--- src/source/i2c_bus_pkg.sv ---
package i2c_bus_pkg;

    typedef enum logic [1:0] {
        op_start,
        op_byte,
        op_stop
    } i2c_op_t;

    // data only matters for op_byte
    typedef struct packed {
        i2c_op_t    op;
        logic [7:0] data;
    } i2c_cmd_t;

    // ack is valid in the done cycle of a byte, 1 when the slave pulled sda low
    typedef struct packed {
        logic ready;
        logic done;
        logic ack;
    } i2c_status_t;

endpackage

--- src/source/ball_link_pkg.sv ---
package ball_link_pkg;

    // ball state as seen by the game logic
    typedef struct packed {
        logic [9:0] y;
        logic [7:0] vy;
    } ball_snapshot_t;

    // byte0 goes on the wire first
    typedef struct packed {
        logic [7:0] byte0;
        logic [7:0] byte1;
        logic [7:0] byte2;
        logic [7:0] byte3;
    } ball_frame_t;

    localparam int frame_bytes = 4;

    localparam logic [7:0] frame_marker = 8'h01;

    // value is the bit position on the status leds
    typedef enum logic [2:0] {
        idle,
        start,
        address,
        data,
        stop,
        done
    } link_phase_t;

endpackage
--- src/source/ball_link_top.sv ---
`timescale 1ns/1ps

module ball_link_top #(
    parameter logic [6:0] slave_addr = 7'h55,
    parameter int         clk_div    = 4
) (
    input  logic                          clk,
    input  logic                          reset,
    input  logic                          ball_send_trigger,
    input  ball_link_pkg::ball_snapshot_t ball,
    input  logic                          ball_moving_left,
    input  logic                          sda_in,
    // left unread since the engine has no clock stretching
    input  logic                          scl_in,
    output logic                          scl_oe,
    output logic                          sda_oe,
    output logic                          busy,
    output logic                          nack,
    output logic [7:0]                    phase_led
);

    ball_link_pkg::ball_frame_t frame;
    logic                       frame_valid;
    logic                       frame_taken;
    i2c_bus_pkg::i2c_cmd_t      cmd;
    logic                       cmd_valid;
    i2c_bus_pkg::i2c_status_t   status;

    ball_frame_capture u_capture (
        .clk               (clk),
        .reset             (reset),
        .ball_send_trigger (ball_send_trigger),
        .ball              (ball),
        .busy              (busy),
        .frame_taken       (frame_taken),
        .frame             (frame),
        .frame_valid       (frame_valid)
    );

    i2c_write_sequencer #(
        .slave_addr (slave_addr)
    ) u_sequencer (
        .clk              (clk),
        .reset            (reset),
        .frame            (frame),
        .frame_valid      (frame_valid),
        .ball_moving_left (ball_moving_left),
        .status           (status),
        .frame_taken      (frame_taken),
        .cmd              (cmd),
        .cmd_valid        (cmd_valid),
        .busy             (busy),
        .nack             (nack),
        .phase_led        (phase_led)
    );

    i2c_byte_engine #(
        .clk_div (clk_div)
    ) u_engine (
        .clk       (clk),
        .reset     (reset),
        .cmd       (cmd),
        .cmd_valid (cmd_valid),
        .sda_in    (sda_in),
        .status    (status),
        .scl_oe    (scl_oe),
        .sda_oe    (sda_oe)
    );

endmodule

--- src/source/i2c_byte_engine.sv ---
`timescale 1ns/1ps

module i2c_byte_engine #(
    parameter int clk_div = 4
) (
    input  logic                     clk,
    input  logic                     reset,
    input  i2c_bus_pkg::i2c_cmd_t    cmd,
    input  logic                     cmd_valid,
    input  logic                     sda_in,
    output i2c_bus_pkg::i2c_status_t status,
    output logic                     scl_oe,
    output logic                     sda_oe
);

    localparam int div_w = (clk_div > 1) ? $clog2(clk_div) : 1;
    localparam logic [div_w-1:0] div_last = div_w'(clk_div - 1);

    typedef enum logic [1:0] {
        eng_idle,
        eng_start,
        eng_byte,
        eng_stop
    } eng_state_t;

    eng_state_t       state;
    eng_state_t       op_state;
    logic [div_w-1:0] div_cnt;
    logic [1:0]       quarter;
    logic [3:0]       bit_cnt;
    logic [7:0]       tx_byte;
    logic             accept;
    logic             tick;
    logic             done_q;
    logic             ack_q;

    // bit 8 is the ack slot, left released for the slave
    function automatic logic bit_level(logic [7:0] b, logic [3:0] idx);
        if (idx > 4'd7) begin
            return 1'b1;
        end
        return b[3'd7 - idx[2:0]];
    endfunction

    // {scl_oe, sda_oe} for one quarter of an operation
    function automatic logic [1:0] quarter_lines(eng_state_t s, logic [1:0] q, logic level);
        logic [1:0] l;
        case (s)
            eng_start: l = (q == 2'd0) ? 2'b00 : (q == 2'd3) ? 2'b11 : 2'b01;
            // scl high in quarters 1 and 2, sda set up while low
            eng_byte:  l = {(q == 2'd0 || q == 2'd3), ~level};
            eng_stop:  l = (q == 2'd0) ? 2'b11 : (q == 2'd1) ? 2'b01 : 2'b00;
            default:   l = 2'b00;
        endcase
        return l;
    endfunction

    always_comb begin
        case (cmd.op)
            i2c_bus_pkg::op_start: op_state = eng_start;
            i2c_bus_pkg::op_byte:  op_state = eng_byte;
            default:               op_state = eng_stop;
        endcase
    end

    assign accept       = (state == eng_idle) && cmd_valid;
    assign tick         = (div_cnt == div_last);
    assign status.ready = (state == eng_idle);
    assign status.done  = done_q;
    assign status.ack   = ack_q;

    always_ff @(posedge clk or posedge reset) begin
        if (reset) begin
            state   <= eng_idle;
            div_cnt <= '0;
            quarter <= 2'd0;
            bit_cnt <= 4'd0;
            done_q  <= 1'b0;
            ack_q   <= 1'b0;
            scl_oe  <= 1'b0;
            sda_oe  <= 1'b0;
        end else begin
            done_q <= 1'b0;
            if (accept) begin
                state              <= op_state;
                div_cnt            <= '0;
                quarter            <= 2'd0;
                bit_cnt            <= 4'd0;
                {scl_oe, sda_oe}   <= quarter_lines(op_state, 2'd0, cmd.data[7]);
            end else if (state != eng_idle) begin
                if (tick) begin
                    div_cnt <= '0;
                    quarter <= quarter + 2'd1;
                    if (quarter != 2'd3) begin
                        {scl_oe, sda_oe} <= quarter_lines(state, quarter + 2'd1,
                                                          bit_level(tx_byte, bit_cnt));
                    end else if (state == eng_byte && bit_cnt != 4'd8) begin
                        bit_cnt          <= bit_cnt + 4'd1;
                        {scl_oe, sda_oe} <= quarter_lines(state, 2'd0,
                                                          bit_level(tx_byte, bit_cnt + 4'd1));
                    end else begin
                        // lines keep their last level until the next command
                        state  <= eng_idle;
                        done_q <= 1'b1;
                    end
                end else begin
                    div_cnt <= div_cnt + 1'b1;
                end
            end
            // middle of the ninth scl high
            if (tick && state == eng_byte && quarter == 2'd1 && bit_cnt == 4'd8) begin
                ack_q <= ~sda_in;
            end
        end
    end

    always_ff @(posedge clk) begin
        if (accept) begin
            tx_byte <= cmd.data;
        end
    end

    sda_moves_with_scl_low: assert property (@(posedge clk) disable iff (reset)
        (state == eng_byte) && $changed(sda_oe) |-> scl_oe && $past(scl_oe));

endmodule

--- src/source/i2c_write_sequencer.sv ---
`timescale 1ns/1ps

module i2c_write_sequencer #(
    parameter logic [6:0] slave_addr = 7'h55
) (
    input  logic                       clk,
    input  logic                       reset,
    input  ball_link_pkg::ball_frame_t frame,
    input  logic                       frame_valid,
    input  logic                       ball_moving_left,
    input  i2c_bus_pkg::i2c_status_t   status,
    output logic                       frame_taken,
    output i2c_bus_pkg::i2c_cmd_t      cmd,
    output logic                       cmd_valid,
    output logic                       busy,
    output logic                       nack,
    output logic [7:0]                 phase_led
);

    localparam i2c_bus_pkg::i2c_cmd_t cmd_start =
        '{op: i2c_bus_pkg::op_start, data: 8'h00};
    localparam i2c_bus_pkg::i2c_cmd_t cmd_stop =
        '{op: i2c_bus_pkg::op_stop, data: 8'h00};
    // write bit is the lsb, always 0 here
    localparam i2c_bus_pkg::i2c_cmd_t cmd_addr =
        '{op: i2c_bus_pkg::op_byte, data: {slave_addr, 1'b0}};
    localparam logic [2:0] last_cnt = 3'(ball_link_pkg::frame_bytes);

    ball_link_pkg::link_phase_t phase;
    ball_link_pkg::link_phase_t phase_next;
    ball_link_pkg::ball_frame_t frame_q;
    i2c_bus_pkg::i2c_cmd_t      cmd_next;
    logic [2:0]                 byte_cnt;
    logic [2:0]                 byte_cnt_next;
    logic                       issue;
    logic                       nack_set;
    logic                       cancel_pending;
    logic                       cancel;

    function automatic logic [7:0] frame_byte(ball_link_pkg::ball_frame_t f, logic [1:0] idx);
        case (idx)
            2'd0:    frame_byte = f.byte0;
            2'd1:    frame_byte = f.byte1;
            2'd2:    frame_byte = f.byte2;
            default: frame_byte = f.byte3;
        endcase
    endfunction

    assign frame_taken = (phase == ball_link_pkg::idle) && frame_valid;
    assign busy        = (phase != ball_link_pkg::idle) || frame_taken;
    assign cancel      = cancel_pending || ball_moving_left;
    assign phase_led   = 8'd1 << phase;

    // byte_cnt counts data bytes already handed to the engine
    always_comb begin
        phase_next    = phase;
        byte_cnt_next = byte_cnt;
        cmd_next      = cmd_stop;
        issue         = 1'b0;
        nack_set      = 1'b0;
        case (phase)
            ball_link_pkg::idle: begin
                if (frame_valid) begin
                    phase_next    = ball_link_pkg::start;
                    byte_cnt_next = 3'd0;
                    cmd_next      = cmd_start;
                    issue         = 1'b1;
                end
            end
            ball_link_pkg::start: begin
                if (status.done) begin
                    issue = 1'b1;
                    if (cancel) begin
                        phase_next = ball_link_pkg::stop;
                    end else begin
                        phase_next = ball_link_pkg::address;
                        cmd_next   = cmd_addr;
                    end
                end
            end
            ball_link_pkg::address, ball_link_pkg::data: begin
                if (status.done) begin
                    issue = 1'b1;
                    if (!status.ack) begin
                        nack_set   = 1'b1;
                        phase_next = ball_link_pkg::stop;
                    end else if (cancel || byte_cnt == last_cnt) begin
                        phase_next = ball_link_pkg::stop;
                    end else begin
                        phase_next    = ball_link_pkg::data;
                        cmd_next.op   = i2c_bus_pkg::op_byte;
                        cmd_next.data = frame_byte(frame_q, byte_cnt[1:0]);
                        byte_cnt_next = byte_cnt + 3'd1;
                    end
                end
            end
            ball_link_pkg::stop: begin
                if (status.done) begin
                    phase_next = ball_link_pkg::done;
                end
            end
            default: phase_next = ball_link_pkg::idle;
        endcase
    end

    always_ff @(posedge clk or posedge reset) begin
        if (reset) begin
            phase          <= ball_link_pkg::idle;
            byte_cnt       <= 3'd0;
            cmd_valid      <= 1'b0;
            nack           <= 1'b0;
            cancel_pending <= 1'b0;
        end else begin
            phase    <= phase_next;
            byte_cnt <= byte_cnt_next;
            if (issue) begin
                cmd_valid <= 1'b1;
            end else if (status.ready) begin
                cmd_valid <= 1'b0;
            end
            if (frame_taken) begin
                nack           <= 1'b0;
                cancel_pending <= 1'b0;
            end else begin
                if (nack_set) begin
                    nack <= 1'b1;
                end
                // acted on at the next done
                if (ball_moving_left && phase != ball_link_pkg::idle) begin
                    cancel_pending <= 1'b1;
                end
            end
        end
    end

    always_ff @(posedge clk) begin
        if (frame_taken) begin
            frame_q <= frame;
        end
        if (issue) begin
            cmd <= cmd_next;
        end
    end

    engine_ready_on_issue: assert property (@(posedge clk) disable iff (reset)
        cmd_valid && !status.ready |=> !cmd_valid);

    phase_led_one_hot: assert property (@(posedge clk) disable iff (reset)
        $onehot(phase_led));

endmodule

--- src/source/ball_frame_capture.sv ---
`timescale 1ns/1ps

module ball_frame_capture (
    input  logic                          clk,
    input  logic                          reset,
    input  logic                          ball_send_trigger,
    input  ball_link_pkg::ball_snapshot_t ball,
    input  logic                          busy,
    input  logic                          frame_taken,
    output ball_link_pkg::ball_frame_t    frame,
    output logic                          frame_valid
);

    ball_link_pkg::ball_snapshot_t snap;
    logic                          capture;

    // triggers under back-pressure are dropped
    assign capture = ball_send_trigger && !frame_valid && !busy;

    always_ff @(posedge clk or posedge reset) begin
        if (reset) begin
            frame_valid <= 1'b0;
        end else if (capture) begin
            frame_valid <= 1'b1;
        end else if (frame_taken) begin
            frame_valid <= 1'b0;
        end
    end

    always_ff @(posedge clk) begin
        if (capture) begin
            snap <= ball;
        end
    end

    // top two bits of y sit left aligned in the first byte
    always_comb begin
        frame.byte0 = {snap.y[9:8], 6'b00_0000};
        frame.byte1 = snap.y[7:0];
        frame.byte2 = snap.vy;
        frame.byte3 = ball_link_pkg::frame_marker;
    end

    frame_held: assert property (@(posedge clk) disable iff (reset)
        frame_valid && !frame_taken |=> $stable(frame));

endmodule

--- config.mk ---
export PLATFORM = sky130hd
export DESIGN_NAME = ball_link_top
export DESIGN_NICKNAME = d
export VERILOG_FILES = /design/src/source/i2c_bus_pkg.sv /design/src/source/ball_link_pkg.sv /design/src/source/ball_link_top.sv /design/src/source/i2c_byte_engine.sv /design/src/source/i2c_write_sequencer.sv /design/src/source/ball_frame_capture.sv
export SDC_FILE = /design/constraint.sdc
export NUM_CORES = 1
export LEC_CHECK = 0
export ABC_AREA = 1
export ABC_CLOCK_PERIOD_IN_PS = 2900
export BUFFER_PORTS_ARGS = -buffer_cell sky130_fd_sc_hd__buf_2
export CORE_MARGIN = 4
export CORE_UTILIZATION = 58
export DETAILED_ROUTE_END_ITERATION = 10
export MAX_ROUTING_LAYER = met4
export PLACE_DENSITY = 0.87
export SLEW_MARGIN = 30
export SYNTH_ARGS = -nofsm -noshare
export SYNTH_HDL_FRONTEND = slang
export SYNTH_SLANG_ARGS = --single-unit
--- constraint.sdc ---
create_clock -name clk -period 2.9 [get_ports clk]
set_clock_uncertainty 0.2 [all_clocks]
set_input_delay 0.725 -clock clk [delete_from_list [all_inputs] [get_ports clk]]
set_output_delay 0.725 -clock clk [all_outputs]
set_load 0.01 [all_outputs]
==> flow_metrics.env, run 1 <==
export IMPL_ant_nets=0
export IMPL_p_per_area_mw_per_mm2=849.2
export IMPL_io_buffers=34
export IMPL_cts_tree="built"
export IMPL_synth_edf_count=54
export IMPL_max_slew_margin_rel_pct=50.68
export IMPL_first_pass_iters=5
export IMPL_vias_per_cell=5.249
export IMPL_cts_sinks=78
export IMPL_max_cap_violations=0
export IMPL_start_util_pct=60.02
export IMPL_cts_root_buf="clkbuf_8"
export IMPL_ff_latch_area_mm2=0.002222
export IMPL_cts_setup_buffers=0
export IMPL_dpl_hpwl_um=4337
export IMPL_vdd_drop_max_uv=677.8
export IMPL_finalSetupViolCount=0
export IMPL_synth_seq_cells=78
export IMPL_synthesis_area_mm2=0.003553
export IMPL_p_leak_nw=1.755
export IMPL_min_period_over_period_pct=81.16
export IMPL_crit_arrival_ns=1.43
export IMPL_layout_commonest_cell="nand2_1"
export IMPL_cp_required_ns=1.98
export IMPL_dpl_worst_slack_ns=0.7284
export IMPL_yosysSeqAreaShare_pct=62.54
export IMPL_dieHeight_um=86.27
export IMPL_synthArstFlopShare_pct=30.77
export IMPL_antenna_found_initial=0
export IMPL_gp_congestion=0.8717
export IMPL_ys_warn_count=0
export IMPL_grtUsageTotal_pct=18.52
export IMPL_core_area_mm2=0.005921
export IMPL_cts_clk_slew_worst_paths_ns=0.09
export IMPL_final_cell_mix="nand2_1, edfxtp_1, inv_1, buf_2, nand3_1"
export IMPL_antenna_cells=0
export IMPL_drtIter0Drc=92
export IMPL_grt_pass1_wl_um=10230
export IMPL_wl_per_cell_um=13.43
export IMPL_syn_nets=356
export IMPL_synthDistinctLibCells=39
export IMPL_dr_wl_met2_um=3055
export IMPL_wl_met1_um=2450
export IMPL_grt_max_degree=25
export IMPL_hold_path_class="in2async"
export IMPL_worstRegToRegCells=9
export IMPL_die_w_um=86.27
export IMPL_drive_gt1_share_pct=22.40
export IMPL_multi_input_area_mm2=0.001119
export IMPL_endpoint_kind="output port"
export IMPL_tightest_slew_ns=0.7390
export IMPL_tns_ns=0
export IMPL_nets=397
export IMPL_ios=36
export IMPL_post_route_drc_count=0
export IMPL_rows=28
export IMPL_grt_overflow_total=0
export IMPL_finalPower_mw=3.408
export IMPL_synth_ff_type="edfxtp_1"
export IMPL_rsz0062_at_grt="no"
export IMPL_cts_inserted_buffers=9
export IMPL_cts_hold_buffers=0
export IMPL_status="finished clean"
export IMPL_max_freq_mhz=424.9
export IMPL_cts_resized=0
export IMPL_slew_violations=0
export IMPL_wl_met3_um=284
export IMPL_fin_ws_ns=0.5463
export IMPL_cts_buffer_depth=2
export IMPL_dieArea_mm2=0.007443
export IMPL_syn_to_final_growth_pct=12.96
export IMPL_ctsHtreeMaxLevel=3
export IMPL_route_top_layer_used="met4"
export IMPL_worstSetupPathType="reg2out"
export IMPL_syn_avg_cell_area_um2=11.10
export IMPL_clk_insertion_delay_late_ns=0.35
export IMPL_final_util_pct=67.79
export IMPL_wirelength_um=5924
export IMPL_synthCells=320
export IMPL_fill_cells=421
export IMPL_worst_path_max_fanout=5
export IMPL_setup_worst_path_start_class="flop"
export IMPL_r2r_setup_slack_ns=0.82
export IMPL_num_vias=2315
export IMPL_grt_pass1_vias=2315
export IMPL_min_period_ns=2.354
export IMPL_finalHoldViolCount=0
==> cell usage after synthesis (3+ instances only) <==
library cell,count,area [um2]
o21ai_0,8,40.04
dfrtp_1,24,600.6
a21oi_1,11,55.05
edfxtp_1,54,1622
o22ai_1,4,25.02
nor2_1,16,60.06
ha_1,12,150.1
inv_1,41,153.9
a22o_1,3,26.28
inv_2,5,18.77
o21ai_1,6,30.03
o211ai_1,3,22.52
nand2_1,63,236.5
nand2_2,8,50.05
nand3_1,25,125.1
==> metal layers <==
metal,global-route usage (%),vias to the layer above
li1,-,1155
met1,21.72,1092
met2,30.34,58
met3,3.327,10
met4,10.20,0
met5,-,-
==> stage by stage <==
stage	hold WS [ns]	std cells	cell area (um2)
6_report	0.2055	441	4014
5_1_grt	0.2292	441	4014
4_1_cts	0.2083	441	4014
3_5_place_dp	0.2045	425	3792
3_3_place_gp	0.2013	425	3792
2_1_floorplan	0.2003	320	3553
==> cell type report <==
cell class	count	area share (%)
well taps	75	2.338
clock buffers	10	3.180
inverters	46	4.302
flip-flops and latches	78	55.36
multi-input cells	190	27.87
repair buffers	36	4.613
clock inverters	6	2.338
==> power by group <==
part           internal (mW)  switching [mW]
registers               1.49           0.174
logic                  0.305           0.550
clock network          0.492           0.400
total                   2.28            1.12
==> logic make-up after synthesis <==
family | after synthesis | synth area share, %
and+or+nand+nor | 128 | 17.85
DFF | 78 | 62.54
buffers and inverters | 52 | 5.986
AOI/OAI and AO/OA | 46 | 8.416
adders and majority gates | 12 | 4.225
xor gates and xnor gates | 4 | 0.9861
==> critical path, stage by stage, from the launching register on <==
cell,delay (ns)
dfrtp_1,0.42
nor2_1,0.17
inv_2,0.09
nor2_4,0.13
nand2_2,0.11
buf_2,0.16
==> flip-flops by register name (all words and copies together) (netlist names), 2 cells and up <==
signal / count
u_engine.tx_byte: 8
u_sequencer.phase: 3
u_engine.quarter: 2
u_sequencer.frame_q: 18
u_sequencer.cmd: 10
u_sequencer.byte_cnt: 3
u_engine.bit_cnt: 4
u_engine.state: 2
u_capture.frame: 18
u_engine.div_cnt: 2
==> path summary, 6_finish.rpt <==
check	from	endpoint
setup / recovery	u_sequencer.phase[0]	busy
min in group clk	u_sequencer.cmd[6]	u_engine.tx_byte[6]
hold / removal	reset	u_engine.ack_q
max in group asynchronous	reset	u_sequencer.byte_cnt[1]
setup reg to reg	u_sequencer.byte_cnt[0]	u_sequencer.cmd[9]
hold reg to reg	u_sequencer.cmd[6]	u_engine.tx_byte[6]
No activity file was read; power rests on OpenSTA's default activity.
==> inputs of run 2 (changes only) <==
Settings changed: ABC_CLOCK_PERIOD_IN_PS 2900 to 2000, CORE_UTILIZATION 58 to 53, PLACE_DENSITY 0.87 to 0.84.
Clock period 2.9 ns to 2 ns, I/O delays scaled along.
==> run 2 against run 1 <==
Largest cell class unchanged. Cell count rose by 3.6%. Routed wire length increased by 2.5%. First-iteration DRC count increased by 38%. Via count up 3.3%. Critical path type unchanged. Hold slack worse by 0.075 ns. Clock power is 29% higher. Design area up 3.3%. Flip-flop and latch count unchanged. Die area increased by 8.5%. Combinational power grew 68%. The run now ends with setup timing left.
==> flow_metrics.env, run 2 (synthesized netlist as in run 1, its figures left out) <==
export IMPL_min_period_over_period_pct=102.7
export IMPL_multi_input_area_mm2=0.001131
export IMPL_core_area_mm2=0.006422
export IMPL_p_sw_share_pct=34.12
export IMPL_finalPower_mw=5.000
export IMPL_grtUsageTotal_pct=15.83
export IMPL_rows=29
export IMPL_wl_met1_um=2408
export IMPL_endpoint_kind="output port"
export IMPL_clk_insertion_delay_late_ns=0.34
export IMPL_syn_to_final_growth_pct=16.66
export IMPL_cp_required_ns=1.30
export IMPL_dieArea_mm2=0.008078
export IMPL_violations="setup timing"
export IMPL_dpl_hpwl_um=4433
export IMPL_setup_worst_path_start_class="flop"
export IMPL_wl_per_cell_um=13.29
export IMPL_ctsHtreeMaxLevel=3
export IMPL_cpMaxStageDelayCell="dfrtp_1"
export IMPL_max_cap_violations=0
export IMPL_crit_arrival_ns=1.35
export IMPL_slew_violations=0
export IMPL_final_area_mm2=0.004145
export IMPL_cts_inserted_buffers=9
export IMPL_ff_latch_area_mm2=0.002223
export IMPL_cts_sinks=78
export IMPL_p_int_mw=3.294
export IMPL_vdd_drop_max_uv=850.8
export IMPL_post_route_drc_count=0
export IMPL_power_share_clock_pct=23.0
export IMPL_antenna_cells=0
export IMPL_nets=411
export IMPL_slowest_delay_ns=0.41
export IMPL_final_cell_mix="nand2_1, edfxtp_1, inv_1, buf_2, nand3_1"
export IMPL_rsz0062_at_grt="yes"
export IMPL_finalSetupViolCount=3
export IMPL_status="finished with violations"
export IMPL_die_w_um=89.88
export IMPL_io_buffers=34
export IMPL_dp_cells=433
export IMPL_switchingPower_mw=1.706
export IMPL_finalHoldViolCount=0
export IMPL_ant_nets=0
export IMPL_tightest_slew_ns=0.4972
export IMPL_tns_ns=-0.08898
export IMPL_max_slew_margin_rel_pct=66.85
export IMPL_ios=36
export IMPL_final_util_pct=64.54
export IMPL_vias_per_cell=5.232
export IMPL_fin_cells=457
export IMPL_p_leak_nw=1.819
export IMPL_antenna_found_initial=0
export IMPL_hold_path_class="in2reg"
export IMPL_start_util_pct=55.33
export IMPL_route_top_layer_used="met4"
export IMPL_worstSetupPathType="reg2out"
export IMPL_grt_pass1_vias=2297
export IMPL_pwr_share_comb_pct=28.9
export IMPL_cp_cell_sequence="nor2_2, inv_2, nor2_4, nand2_4, buf_6"
export IMPL_p_per_area_mw_per_mm2=1206
export IMPL_grt_pass1_wl_um=9936
export IMPL_min_period_ns=2.055
export IMPL_dr_wl_met2_um=3219
export IMPL_num_vias=2391
export IMPL_cts_buffer_depth=2
export IMPL_cp_num_buf_inv=2
export IMPL_hold_slack_ns=0.1307
export IMPL_cts_root_buf="clkbuf_8"
export IMPL_max_freq_mhz=486.7
export IMPL_fin_ws_ns=-0.05459
export IMPL_dieHeight_um=89.88
export IMPL_grt_overflow_total=0
export IMPL_dpl_worst_slack_ns=0.1108
export IMPL_p_seq_share_pct=48.1
export IMPL_drtIter0Drc=127
export IMPL_dpl_cell_area_mm2=0.003867
export IMPL_grt_max_degree=25
export IMPL_worst_path_max_fanout=4
export IMPL_wl_met3_um=363
export IMPL_first_pass_iters=4
export IMPL_fill_cells=461
export IMPL_cts_clk_slew_worst_paths_ns=0.08
export IMPL_cts_tree="built"
export IMPL_critical_path_top_delay_family="flip-flops"
export IMPL_drive_gt1_share_pct=26.32
export IMPL_layout_commonest_cell="nand2_1"
export IMPL_wirelength_um=6074
export IMPL_gp_congestion=0.8623
==> run 2: cell types whose count changed in the layout (fill, tap and decap cells not counted), sizes merged <==
cell / before / now
inv: 48 / 47
buf: 36 / 49
dlygate4sd3: 0 / 1
bufinv: 2 / 1
clkinvlp: 1 / 3
==> run 2: area by class of cell <==
class	count	share of cell area (%)
clock buffers	10	3.079
multi-input cells	190	27.29
well taps	77	2.324
flip-flops and latches	78	53.64
repair buffers	50	7.818
clock inverters	6	1.690
inverters	46	4.165
==> run 2: path summary, 6_finish.rpt <==
kind,slack [ns],endpoint,cells after the start,start
worst max-delay path,-0.05,busy,5,u_sequencer.phase[1]
worst min-delay path,0.13,u_capture.frame[9],1,ball[1]
worst max register to register,0.08,u_sequencer.cmd[9],9,u_sequencer.byte_cnt[1]
worst min register to register,0.21,u_engine.tx_byte[5],0,u_sequencer.cmd[5]
max in group asynchronous,0.80,u_sequencer.phase[2],4,reset
min in group asynchronous,0.54,u_engine.state[1],4,reset
==> run 2: timing repair <==
action                     4_1_cts  5_1_grt
setup buffers                    2        5
resized for setup                3        3
pin swaps                        0        2
setup endpoints to repair        5        7
hold endpoints to repair        24        0
hold buffers                     1        0
==> run 2: power by group through the flow <==
stage | Combinational [mW] | Sequential, mW | Clock, mW
final | 1.44 | 2.41 | 1.15
after global routing | 1.61 | 2.44 | 1.24
after CTS | 1.36 | 2.40 | 1.17
after detailed placement | 1.32 | 2.44 | 0
after global placement | 1.25 | 2.42 | 0
after floorplan | 1.07 | 2.31 | 0
==> run 2: layer usage <==
layer  vias to the layer above  global-route usage, %
met5                         -                      -
met4                         0                  9.311
met3                        10                  4.090
met2                        88                  26.13
met1                      1108                  17.37
li1                       1185                      -
